===== src/fp32_pkg.sv =====
`default_nettype none

package fp32_pkg;

	// Storage formats
	typedef logic [31:0] fp32_t;
	typedef logic [15:0] fp16_t;

	// Single precision fields
	typedef logic [7:0] exp8_t;
	typedef logic [22:0] man23_t;

	// Exponent biases of the two formats
	localparam exp8_t FP32_BIAS = 8'd127;
	localparam logic [4:0] FP16_BIAS = 5'd15;

	// Constants used by the sign function and the integer conversion
	localparam fp32_t FP32_ONE = 32'h3F80_0000;
	localparam fp32_t FP32_QNAN = 32'h7FC0_0000;
	localparam logic [31:0] INT32_MAX = 32'h7FFF_FFFF;

endpackage

`default_nettype wire


===== src/qupls_pkg.sv =====
`default_nettype none

package qupls_pkg;

	// =========================================================================
	// Instruction word and its fields
	// =========================================================================
	typedef logic [31:0] instr_t;
	typedef logic [6:0] opcode_t;
	typedef logic [6:0] func_t;
	typedef logic [2:0] op4_t;

	// Data word and the cycle counter of the multi-cycle operations
	typedef logic [31:0] word_t;
	typedef logic [3:0] cnt_t;

	// Major opcode sits in the low seven bits of every format
	localparam int OPC_LSB = 0;
	localparam int OPC_MSB = 6;
	// Three-operand function and float function share the top seven bits
	localparam int FN_LSB = 25;
	localparam int FN_MSB = 31;
	// Float sub-function, only meaningful when the float function is FN_FLT1
	localparam int FN1_LSB = 16;
	localparam int FN1_MSB = 22;
	// Combine field of the three-operand integer format
	localparam int OP4_LSB = 22;
	localparam int OP4_MSB = 24;

	localparam opcode_t OP_R3 = 7'h02;
	localparam opcode_t OP_ADDI = 7'h04;
	localparam opcode_t OP_ANDI = 7'h08;
	localparam opcode_t OP_ORI = 7'h09;
	localparam opcode_t OP_EORI = 7'h0A;
	localparam opcode_t OP_CMPI = 7'h0B;
	localparam opcode_t OP_CMPUI = 7'h0C;
	localparam opcode_t OP_FLT3 = 7'h0D;
	localparam opcode_t OP_MOV = 7'h0E;
	localparam opcode_t OP_NOP = 7'h7F;

	// Functions of the OP_R3 format
	localparam func_t FN_ADD = 7'h04;
	localparam func_t FN_SUB = 7'h05;
	localparam func_t FN_CMP = 7'h06;
	localparam func_t FN_CMPU = 7'h07;
	localparam func_t FN_AND = 7'h08;
	localparam func_t FN_OR = 7'h09;
	localparam func_t FN_EOR = 7'h0A;
	localparam func_t FN_NAND = 7'h0C;
	localparam func_t FN_NOR = 7'h0D;
	localparam func_t FN_ENOR = 7'h0E;
	localparam func_t FN_CMOVZ = 7'h10;
	localparam func_t FN_CMOVNZ = 7'h11;
	localparam func_t FN_MVVR = 7'h12;

	// Functions of the OP_FLT3 format
	localparam func_t FN_FLT1 = 7'h01;
	localparam func_t FN_FSEQ = 7'h08;
	localparam func_t FN_FSNE = 7'h09;
	localparam func_t FN_FSLT = 7'h0A;
	localparam func_t FN_FSLE = 7'h0B;
	localparam func_t FN_FCMP = 7'h0C;
	localparam func_t FN_SGNJ = 7'h10;
	localparam func_t FN_SGNJN = 7'h11;
	localparam func_t FN_SGNJX = 7'h12;

	// Sub-functions of FN_FLT1, single source operand
	localparam func_t FN_FTOI = 7'h02;
	localparam func_t FN_ITOF = 7'h03;
	localparam func_t FN_ISNAN = 7'h0E;
	localparam func_t FN_FINITE = 7'h0F;
	localparam func_t FN_FCVTH2S = 7'h10;
	localparam func_t FN_FTRUNC = 7'h15;
	localparam func_t FN_FABS = 7'h20;
	localparam func_t FN_FNEG = 7'h21;
	localparam func_t FN_FSIGN = 7'h26;

	// Counter value from which each registered result can be taken
	localparam cnt_t LAT_FTOI = 4'd1;
	localparam cnt_t LAT_ITOF = 4'd1;
	localparam cnt_t LAT_FTRUNC = 4'd1;

endpackage

`default_nettype wire


===== src/change_det.sv =====
`default_nettype none

module change_det (
	input wire logic rst,
	input wire logic clk,
	input wire logic [63:0] d,
	output logic cd
);

	// Operand pair seen at the last clock edge
	logic [63:0] prev;

	// Load every cycle, so cd lasts exactly one cycle per change
	always_ff @(posedge clk, posedge rst) begin
		if (rst)
			prev <= '0;
		else
			prev <= d;
	end

	// Combinational flag, high in the cycle the new pair first appears
	assign cd = (d != prev);

endmodule

`default_nettype wire


===== src/f2i32.sv =====
`default_nettype none

module f2i32 (
	input wire logic rst,
	input wire logic clk,
	input wire fp32_pkg::fp32_t a,
	output qupls_pkg::word_t o
);
	import fp32_pkg::*;
	import qupls_pkg::*;

	logic sgn;
	exp8_t expo;
	man23_t man;
	word_t mag;
	word_t res;

	always_comb begin
		sgn = a[31];
		expo = a[30:23];
		man = a[22:0];
		mag = '0;
		if (expo == 8'hFF && man != '0) begin
			// NaN has no sign worth keeping
			res = INT32_MAX;
		end else if (expo < FP32_BIAS) begin
			// Magnitude below one truncates to zero
			res = '0;
		end else if (expo >= FP32_BIAS + 8'd31) begin
			// Out of range and infinities clamp.
			// The negative side clamps to the most negative integer
			res = sgn ? ~INT32_MAX : INT32_MAX;
		end else begin
			// Binary point of the significand sits at bit 23
			if (expo >= FP32_BIAS + 8'd23)
				mag = {8'h00, 1'b1, man} << (expo - (FP32_BIAS + 8'd23));
			else
				mag = {8'h00, 1'b1, man} >> ((FP32_BIAS + 8'd23) - expo);
			res = sgn ? -mag : mag;
		end
	end

	// Result register, loaded every cycle
	always_ff @(posedge clk, posedge rst) begin
		if (rst)
			o <= '0;
		else
			o <= res;
	end

endmodule

`default_nettype wire


===== src/fp_cvt16to32.sv =====
`default_nettype none

module fp_cvt16to32 (
	input wire fp32_pkg::fp16_t a,
	output fp32_pkg::fp32_t o
);
	import fp32_pkg::*;

	logic sgn;
	logic [4:0] e16;
	logic [9:0] f16;
	logic [3:0] msb;
	logic [9:0] fnorm;
	exp8_t expo;
	man23_t frac;

	always_comb begin
		sgn = a[15];
		e16 = a[14:10];
		f16 = a[9:0];

		// Leading one of the fraction, needed for subnormals only
		msb = '0;
		for (int k = 0; k < 10; k++) begin
			if (f16[k])
				msb = k[3:0];
		end
		fnorm = f16 << (4'd10 - msb);

		if (e16 == 5'h1F) begin
			// Infinity and NaN keep their fraction payload
			expo = 8'hFF;
			frac = {f16, 13'd0};
		end else if (e16 == '0 && f16 == '0) begin
			expo = '0;
			frac = '0;
		end else if (e16 == '0) begin
			// Subnormal value is f16 times 2^-24
			expo = FP32_BIAS - {3'b000, FP16_BIAS} - 8'd9 + {4'b0000, msb};
			frac = {fnorm, 13'd0};
		end else begin
			expo = {3'b000, e16} + FP32_BIAS - {3'b000, FP16_BIAS};
			frac = {f16, 13'd0};
		end
		o = {sgn, expo, frac};
	end

endmodule

`default_nettype wire


===== src/fp_trunc32.sv =====
`default_nettype none

module fp_trunc32 (
	input wire logic rst,
	input wire logic clk,
	input wire fp32_pkg::fp32_t a,
	output fp32_pkg::fp32_t o
);
	import fp32_pkg::*;

	exp8_t expo;
	man23_t mask;
	fp32_t res;

	always_comb begin
		expo = a[30:23];
		mask = '1;
		if (expo < FP32_BIAS) begin
			// Pure fraction, keep only the sign
			res = {a[31], 31'd0};
		end else if (expo >= FP32_BIAS + 8'd23) begin
			// Already integral, also covers infinity and NaN
			res = a;
		end else begin
			// Drop the fraction bits that lie below the binary point
			mask = 23'h7F_FFFF << ((FP32_BIAS + 8'd23) - expo);
			res = {a[31:23], a[22:0] & mask};
		end
	end

	always_ff @(posedge clk, posedge rst) begin
		if (rst)
			o <= '0;
		else
			o <= res;
	end

endmodule

`default_nettype wire


===== src/i2f32.sv =====
`default_nettype none

module i2f32 (
	input wire logic rst,
	input wire logic clk,
	input wire qupls_pkg::word_t a,
	output fp32_pkg::fp32_t o
);
	import fp32_pkg::*;
	import qupls_pkg::*;

	logic sgn;
	word_t mag;
	word_t norm;
	logic [4:0] msb;
	exp8_t expo;
	logic lsb;
	logic guard;
	logic sticky;
	logic rnd;
	fp32_t res;

	always_comb begin
		sgn = a[31];
		// The most negative integer stays 0x80000000, read as unsigned
		mag = sgn ? -a : a;

		// Leading one search, the highest set bit wins
		msb = '0;
		for (int k = 0; k < 32; k++) begin
			if (mag[k])
				msb = k[4:0];
		end

		// Move the leading one to bit 31, it becomes the hidden bit
		norm = mag << (5'd31 - msb);
		expo = FP32_BIAS + {3'b000, msb};

		// Round to nearest, ties to even
		lsb = norm[8];
		guard = norm[7];
		sticky = |norm[6:0];
		rnd = guard & (sticky | lsb);

		if (mag == '0)
			res = '0;
		else
			// A carry out of the fraction bumps the exponent as it should
			res = {sgn, expo, norm[30:8]} + {31'd0, rnd};
	end

	always_ff @(posedge clk, posedge rst) begin
		if (rst)
			o <= '0;
		else
			o <= res;
	end

endmodule

`default_nettype wire


===== src/qupls_cmp.sv =====
`default_nettype none

module qupls_cmp (
	input wire qupls_pkg::instr_t ir,
	input wire qupls_pkg::word_t a,
	input wire qupls_pkg::word_t b,
	input wire qupls_pkg::word_t i,
	output qupls_pkg::word_t cmpo
);
	import qupls_pkg::*;
	import fp32_pkg::*;

	opcode_t opcode;
	word_t rhs;
	logic unsgn;
	logic eq;
	logic lt;
	logic unord;
	logic nan_a;
	logic nan_b;
	fp32_t fa;
	fp32_t fb;
	word_t ka;
	word_t kb;

	always_comb begin
		opcode = ir[OPC_MSB:OPC_LSB];
		// Immediate compares take i in place of b
		rhs = (opcode == OP_CMPI || opcode == OP_CMPUI) ? i : b;
		unsgn = (opcode == OP_CMPUI) ||
			(opcode == OP_R3 && ir[FN_MSB:FN_LSB] == FN_CMPU);

		// Fold negative zero onto positive zero before building the keys
		fa = (a[30:0] == '0) ? '0 : a;
		fb = (b[30:0] == '0) ? '0 : b;
		// Sign-magnitude mapped onto an unsigned ordering.
		// Negatives are inverted, positives get the top bit set
		ka = fa[31] ? ~fa : {1'b1, fa[30:0]};
		kb = fb[31] ? ~fb : {1'b1, fb[30:0]};
		nan_a = (&a[30:23]) && (|a[22:0]);
		nan_b = (&b[30:23]) && (|b[22:0]);

		unord = 1'b0;
		if (opcode == OP_FLT3) begin
			// Any NaN leaves the pair unordered and every relation false
			unord = nan_a | nan_b;
			eq = ~unord & (ka == kb);
			lt = ~unord & (ka < kb);
		end else begin
			eq = (a == rhs);
			lt = unsgn ? (a < rhs) : ($signed(a) < $signed(rhs));
		end

		// Bit 4 gt, bit 3 unordered, bit 2 le, bit 1 lt, bit 0 eq
		cmpo = {27'd0, ~unord & ~eq & ~lt, unord, eq | lt, lt, eq};
	end

endmodule

`default_nettype wire


===== src/qupls_fpu32.sv =====
`default_nettype none

module qupls_fpu32 (
	input wire logic rst,
	input wire logic clk,
	input wire qupls_pkg::instr_t ir,
	input wire qupls_pkg::word_t a,
	input wire qupls_pkg::word_t b,
	input wire qupls_pkg::word_t c,
	input wire qupls_pkg::word_t i,
	output qupls_pkg::word_t o,
	output logic done
);
	import qupls_pkg::*;
	import fp32_pkg::*;

	logic cd;
	cnt_t cnt;
	word_t cmpo;
	word_t f2io;
	fp32_t i2fo;
	fp32_t trunco;
	fp32_t cvto;
	opcode_t opcode;
	func_t func;
	func_t fn1;
	op4_t op4;
	word_t base;
	word_t combo;

	// =========================================================================
	// Operation cores
	// =========================================================================

	// New operands are the only sign that a new operation was issued
	change_det u_arg_cd (
		.rst(rst),
		.clk(clk),
		.d({a, b}),
		.cd(cd)
	);

	qupls_cmp u_cmp (
		.ir(ir),
		.a(a),
		.b(b),
		.i(i),
		.cmpo(cmpo)
	);

	f2i32 u_f2i (
		.rst(rst),
		.clk(clk),
		.a(a),
		.o(f2io)
	);

	i2f32 u_i2f (
		.rst(rst),
		.clk(clk),
		.a(a),
		.o(i2fo)
	);

	fp_trunc32 u_trunc (
		.rst(rst),
		.clk(clk),
		.a(a),
		.o(trunco)
	);

	// Half precision source sits in the low half of a
	fp_cvt16to32 u_cvt (
		.a(a[15:0]),
		.o(cvto)
	);

	// Restarts on an operand change, then counts and holds at 15
	always_ff @(posedge clk, posedge rst) begin
		if (rst)
			cnt <= '0;
		else if (cd)
			cnt <= '0;
		else if (cnt != 4'hF)
			cnt <= cnt + 4'd1;
	end

	// =========================================================================
	// Decode, result select and done
	// =========================================================================
	always_comb begin
		opcode = ir[OPC_MSB:OPC_LSB];
		func = ir[FN_MSB:FN_LSB];
		fn1 = ir[FN1_MSB:FN1_LSB];
		op4 = ir[OP4_MSB:OP4_LSB];
		o = '0;
		done = 1'b1;

		// First stage of the three-operand integer functions
		case (func)
			FN_ADD: base = a + b;
			FN_SUB: base = a - b;
			FN_AND: base = a & b;
			FN_OR: base = a | b;
			FN_EOR: base = a ^ b;
			FN_NAND: base = ~(a & b);
			FN_NOR: base = ~(a | b);
			FN_ENOR: base = ~(a ^ b);
			default: base = '0;
		endcase

		// Second stage folds in c, code 7 replaces both stages
		case (op4)
			3'd0: combo = base & c;
			3'd1: combo = base | c;
			3'd2: combo = base ^ c;
			3'd3: combo = base + c;
			3'd7: begin
				if (func == FN_OR)
					combo = (a & b) | (a & c) | (b & c);
				else if (func == FN_EOR)
					combo = {31'd0, (^a) ^ (^b) ^ (^c)};
				else
					combo = '0;
			end
			default: combo = '0;
		endcase

		case (opcode)
			OP_R3: begin
				case (func)
					FN_ADD, FN_SUB, FN_AND, FN_OR, FN_EOR, FN_NAND, FN_NOR, FN_ENOR:
						o = combo;
					FN_CMP, FN_CMPU: o = cmpo;
					FN_CMOVZ: o = (a != '0) ? c : b;
					FN_CMOVNZ: o = (a != '0) ? b : c;
					FN_MVVR: o = a;
					default: o = '0;
				endcase
			end
			OP_FLT3: begin
				case (func)
					FN_FLT1: begin
						case (fn1)
							FN_FABS: o = {1'b0, a[30:0]};
							FN_FNEG: o = {~a[31], a[30:0]};
							FN_FSIGN: begin
								// NaN gives a quiet NaN, zero keeps its own sign
								if ((&a[30:23]) && (|a[22:0]))
									o = FP32_QNAN;
								else if (a[30:0] == '0)
									o = a;
								else
									o = {a[31], FP32_ONE[30:0]};
							end
							FN_ISNAN: o = {31'd0, (&a[30:23]) && (|a[22:0])};
							FN_FINITE: o = {31'd0, ~&a[30:23]};
							FN_FCVTH2S: o = cvto;
							// Registered cores are ready once the counter
							// reaches their latency after the last change
							FN_FTOI: begin
								o = f2io;
								done = ~cd & (cnt >= LAT_FTOI);
							end
							FN_ITOF: begin
								o = i2fo;
								done = ~cd & (cnt >= LAT_ITOF);
							end
							FN_FTRUNC: begin
								o = trunco;
								done = ~cd & (cnt >= LAT_FTRUNC);
							end
							default: o = '0;
						endcase
					end
					FN_FSEQ: o = {31'd0, cmpo[0]};
					FN_FSNE: o = {31'd0, ~cmpo[0]};
					FN_FSLT: o = {31'd0, cmpo[1]};
					FN_FSLE: o = {31'd0, cmpo[2]};
					FN_FCMP: o = cmpo;
					// Sign from a, magnitude from b
					FN_SGNJ: o = {a[31], b[30:0]};
					FN_SGNJN: o = {~a[31], b[30:0]};
					FN_SGNJX: o = {a[31] ^ b[31], b[30:0]};
					default: o = '0;
				endcase
			end
			OP_ADDI: o = a + i;
			OP_CMPI, OP_CMPUI: o = cmpo;
			OP_ANDI: o = a & i;
			OP_ORI: o = a | i;
			OP_EORI: o = a ^ i;
			OP_MOV: o = a;
			OP_NOP: o = '0;
			default: o = '0;
		endcase
	end

endmodule

`default_nettype wire


===== config.mk =====
export PLATFORM = sky130hd
export DESIGN_NAME = qupls_fpu32
export DESIGN_NICKNAME = d
export VERILOG_FILES = /design/src/fp32_pkg.sv /design/src/qupls_pkg.sv /design/src/change_det.sv /design/src/f2i32.sv /design/src/fp_cvt16to32.sv /design/src/fp_trunc32.sv /design/src/i2f32.sv /design/src/qupls_cmp.sv /design/src/qupls_fpu32.sv
export SDC_FILE = /design/constraint.sdc
export NUM_CORES = 2
export LEC_CHECK = 0
export BUFFER_PORTS_ARGS = -buffer_cell sky130_fd_sc_hd__buf_4
export CAP_MARGIN = 20
export CORE_MARGIN = 2
export CORE_UTILIZATION = 40
export DETAILED_ROUTE_END_ITERATION = 10
export HOLD_SLACK_MARGIN = 0.03
export PLACE_DENSITY_LB_ADDON = 0.1
export SKIP_CTS_REPAIR_TIMING = 1
export SYNTH_ARGS = -nofsm -noshare
export SYNTH_HDL_FRONTEND = slang
export SYNTH_HIERARCHICAL = 1
export SYNTH_SLANG_ARGS = --single-unit

===== constraint.sdc =====
create_clock -name clk -period 7.7 [get_ports clk]
set_input_delay 0.385 -clock clk [delete_from_list [all_inputs] [get_ports clk]]
set_output_delay 0.385 -clock clk [all_outputs]
set_load 0.02 [all_outputs]

==> run summary <==
The run finished with clean final reports. For the starting density of the core, the log shows 0.402. The synthesized design contains 164 register bits.

The finished cells cover 40,100 um^2. After detailed routing, the number of remaining DRC violations is 0. The number of pins with negative max-slew slack in the final report is 0. A synthesized cell averages 7.65 um^2. Across the VDD grid, the largest voltage drop is 0.172 mV.

The ratio of cells with drive above 1 in the final layout came out at 0.139. The prevailing post-synth register cell is dfrtp_1. Counting flops with a built-in enable in the synthesized netlist gives 0. The startpoint kind of the worst setup timing path is a primary input. The critical path's top delay family is compound AO/OA/AOI/OAI gates. By startpoint and endpoint, the worst setup path is classified as in2out. The via count of the first global-routing pass is 37,200.

Yosys synthesis warning count: 6. Setup repair after global routing left no endpoint under its margin. In this run, distinct cell masters in the synthesized netlist total 145. The first global-routing pass estimated 270 mm of wire. The logs give 0 for the final hold violation count and 0 for the number of setup violations in the final report.

The HPWL after detailed placement is 146 mm. The logs give 4 for the number of antenna violations at the first check in global routing and 6,257 for the initial DRC count. The tools report the endpoint type of the worst setup path as an output port. Static timing analysis puts the maximum clock frequency at 136 MHz.

The clock-pin transition on the worst setup and hold timing paths came out at 70 ps. The setup TNS was 0 ps. TritonCTS built the clock tree. Max-cap violations in this run came to 0. The floorplan step set the die width to 307 um.

The tools report the count of clock tree sinks as 164. The peak fanout along the critical path is 4, and the summed instance area of the synthesized netlist is 36,700 um^2. The final RePlAce weighted congestion is 1.01.

In this run, CTS created clock tree buffers numbering 17. Maximum count of clock buffers along a single path: 2. The chip height was 307 um. For the finished layout, the period the worst path requires is 7370 ps. The number of optimization iterations in the first detailed-route pass was 10; the worst slew slack as a fraction of its limit was 0.213.

The leakage power is 17.1 nW, and the portion of the clock cycle consumed by the worst path in the final layout is 0.957. The routed via count divided by cell count was 6.76; the global router's overall resource usage was 0.387. The largest single stage delay on the critical path is 570 ps.

The worst clock skew on the final layout came out at 9.03 ps. The tools report the root buffer selected by CTS as clkbuf_16. The final global-route overflow total is 0, and the routed length per placed instance is 31.2 um.

In the synthesized netlist, the number of instances is 4,794. The logs give 0 for the antenna violation net count after detailed routing and 41,000 for the via count. For the worst setup path, the data required time is 7320 ps.

The largest net degree at the start of global routing came out at 65. The run gives 91,200 um^2 as the area of the core. The proportion of synthesized chip area in sequential cells is 0.112. In the layout the commonest cells are buf_4, nand2_1, ha_1. The tools report the die area as 94,200 um^2. Row generation in the floorplan step produced 111 rows. The final layout contains routed wiring with a total length of 189 mm. The transition time of the tightest slew-check pin came out at 1150 ps. The run gives 5,363 as the net count of the finished layout. The worst path buffer plus inverter count is 3, and the number of input and output port buffers inserted is 185. Class of the most critical hold timing path: in2reg. The most common cell after layout, fill and taps aside is buf_4. The largest individual stage delay along the critical path comes from the cell or4_4. From synthesis to final layout, the design area changed by 9.24%.

The H-tree generated during clock tree synthesis spans 4 levels. For this design the ratio of total power to cell area is 120 nW/um^2. The async set or reset register ratio after synthesis is 1.00. At the later pin of the worst-skew pair, clock insertion delay measures 460 ps. The data arrival time of the worst path is 6980 ps, and the final-layout fill cell count is 9,385.

The placed instances occupy a cell area of 39,400 um^2. 195 I/O pins were placed.
[final cells by class]
cell class | count | area (um^2) | area share
clock inverter | 14 | 180 | 0.00450
clock buffer | 18 | 439 | 0.0110
tap | 1186 | 1480 | 0.0370
sequential | 164 | 4100 | 0.102
timing repair buffer | 384 | 2890 | 0.0720
antenna | 2 | 5.00 | 0.000125
multi-input combinational | 4033 | 30000 | 0.748
inverter | 265 | 995 | 0.0248
[Yosys cell counts, types with 103 or more instances]
| cell | count | area [um^2] |
|---|---|---|
| mux2i_1 | 240 | 2400 |
| ha_1 | 333 | 4170 |
| nor2_1 | 297 | 1110 |
| clkbuf_1 | 185 | 694 |
| a21oi_1 | 321 | 1610 |
| nand4_1 | 103 | 644 |
| o21ai_0 | 247 | 1240 |
| xnor2_1 | 305 | 2670 |
| nor3_1 | 109 | 546 |
| nand2_1 | 377 | 1420 |
| dfrtp_1 | 164 | 4100 |
| nand3_1 | 116 | 581 |
| inv_1 | 258 | 968 |
[stage by stage]
step           worst slack (ps)  utilization  hold WS (ps)  instances  total power [mW]
2_1_floorplan              1490            -           151       4832              2.84
6_report                    331        0.439           162       6066              4.83
3_5_place_dp                363        0.432           369       6028              3.83
5_1_grt                    2.73        0.439           136       6064              5.06
4_1_cts                     336        0.439          -139       6060              4.75
3_3_place_gp                370        0.432           366       6027              3.84
[layer usage]
layer  vias up  track usage  wire, um
li1      18200            -         -
met1     19900        0.534     78300
met2      2559        0.583     80500
met3       422       0.0577     18900
met4         4        0.202     11600
met5         -            0        23
[path summary, 6_finish.rpt]
path	start	endpoint	slack (ps)	cells after the start
max	b[7]	o[31]	330	29
min in group asynchronous	rst	u_i2f/o[3]$_DFF_PP0_	450	3
min reg2reg	cnt[3]$_DFFE_PP0P_	cnt[2]$_DFFE_PP0P_	620	2
max reg2reg	u_arg_cd/prev[1]$_DFF_PP0_	cnt[3]$_DFFE_PP0P_	5770	5
max in group asynchronous	rst	u_arg_cd/prev[41]$_DFF_PP0_	6400	4
min	b[0]	u_arg_cd/prev[0]$_DFF_PP0_	160	1
[worst reg2reg max path: stages (launching register included)]
cell and delay (ps):
dfrtp_1 370, xnor2_1 170, nand4_1 150, nor4_1 540, nand4_1 340, nor3_1 260
[kinds of logic after synthesis]
family,Yosys count,share of synthesized area
muxes,318,0.0977
AOI/OAI and AO/OA,1517,0.296
DFF,164,0.112
and+or+nand+nor,1406,0.200
buffers and inverters,635,0.0777
adders and majority gates,337,0.116
xor gates and xnor gates,415,0.101
other,2,0.000205
[state kept, by name, indices dropped and copies added (netlist names)]
name / count
u_arg_cd/prev: 64
cnt: 4
u_i2f/o: 32
u_trunc/o: 32
u_f2i/o: 32
[where the power goes]
group | switching, mW | internal (mW)
Sequential | 0.0314 | 0.943
Clock | 0.422 | 0.475
Combinational | 1.91 | 1.05
Total | 2.36 | 2.47
(Power assumes the default switching activity.)
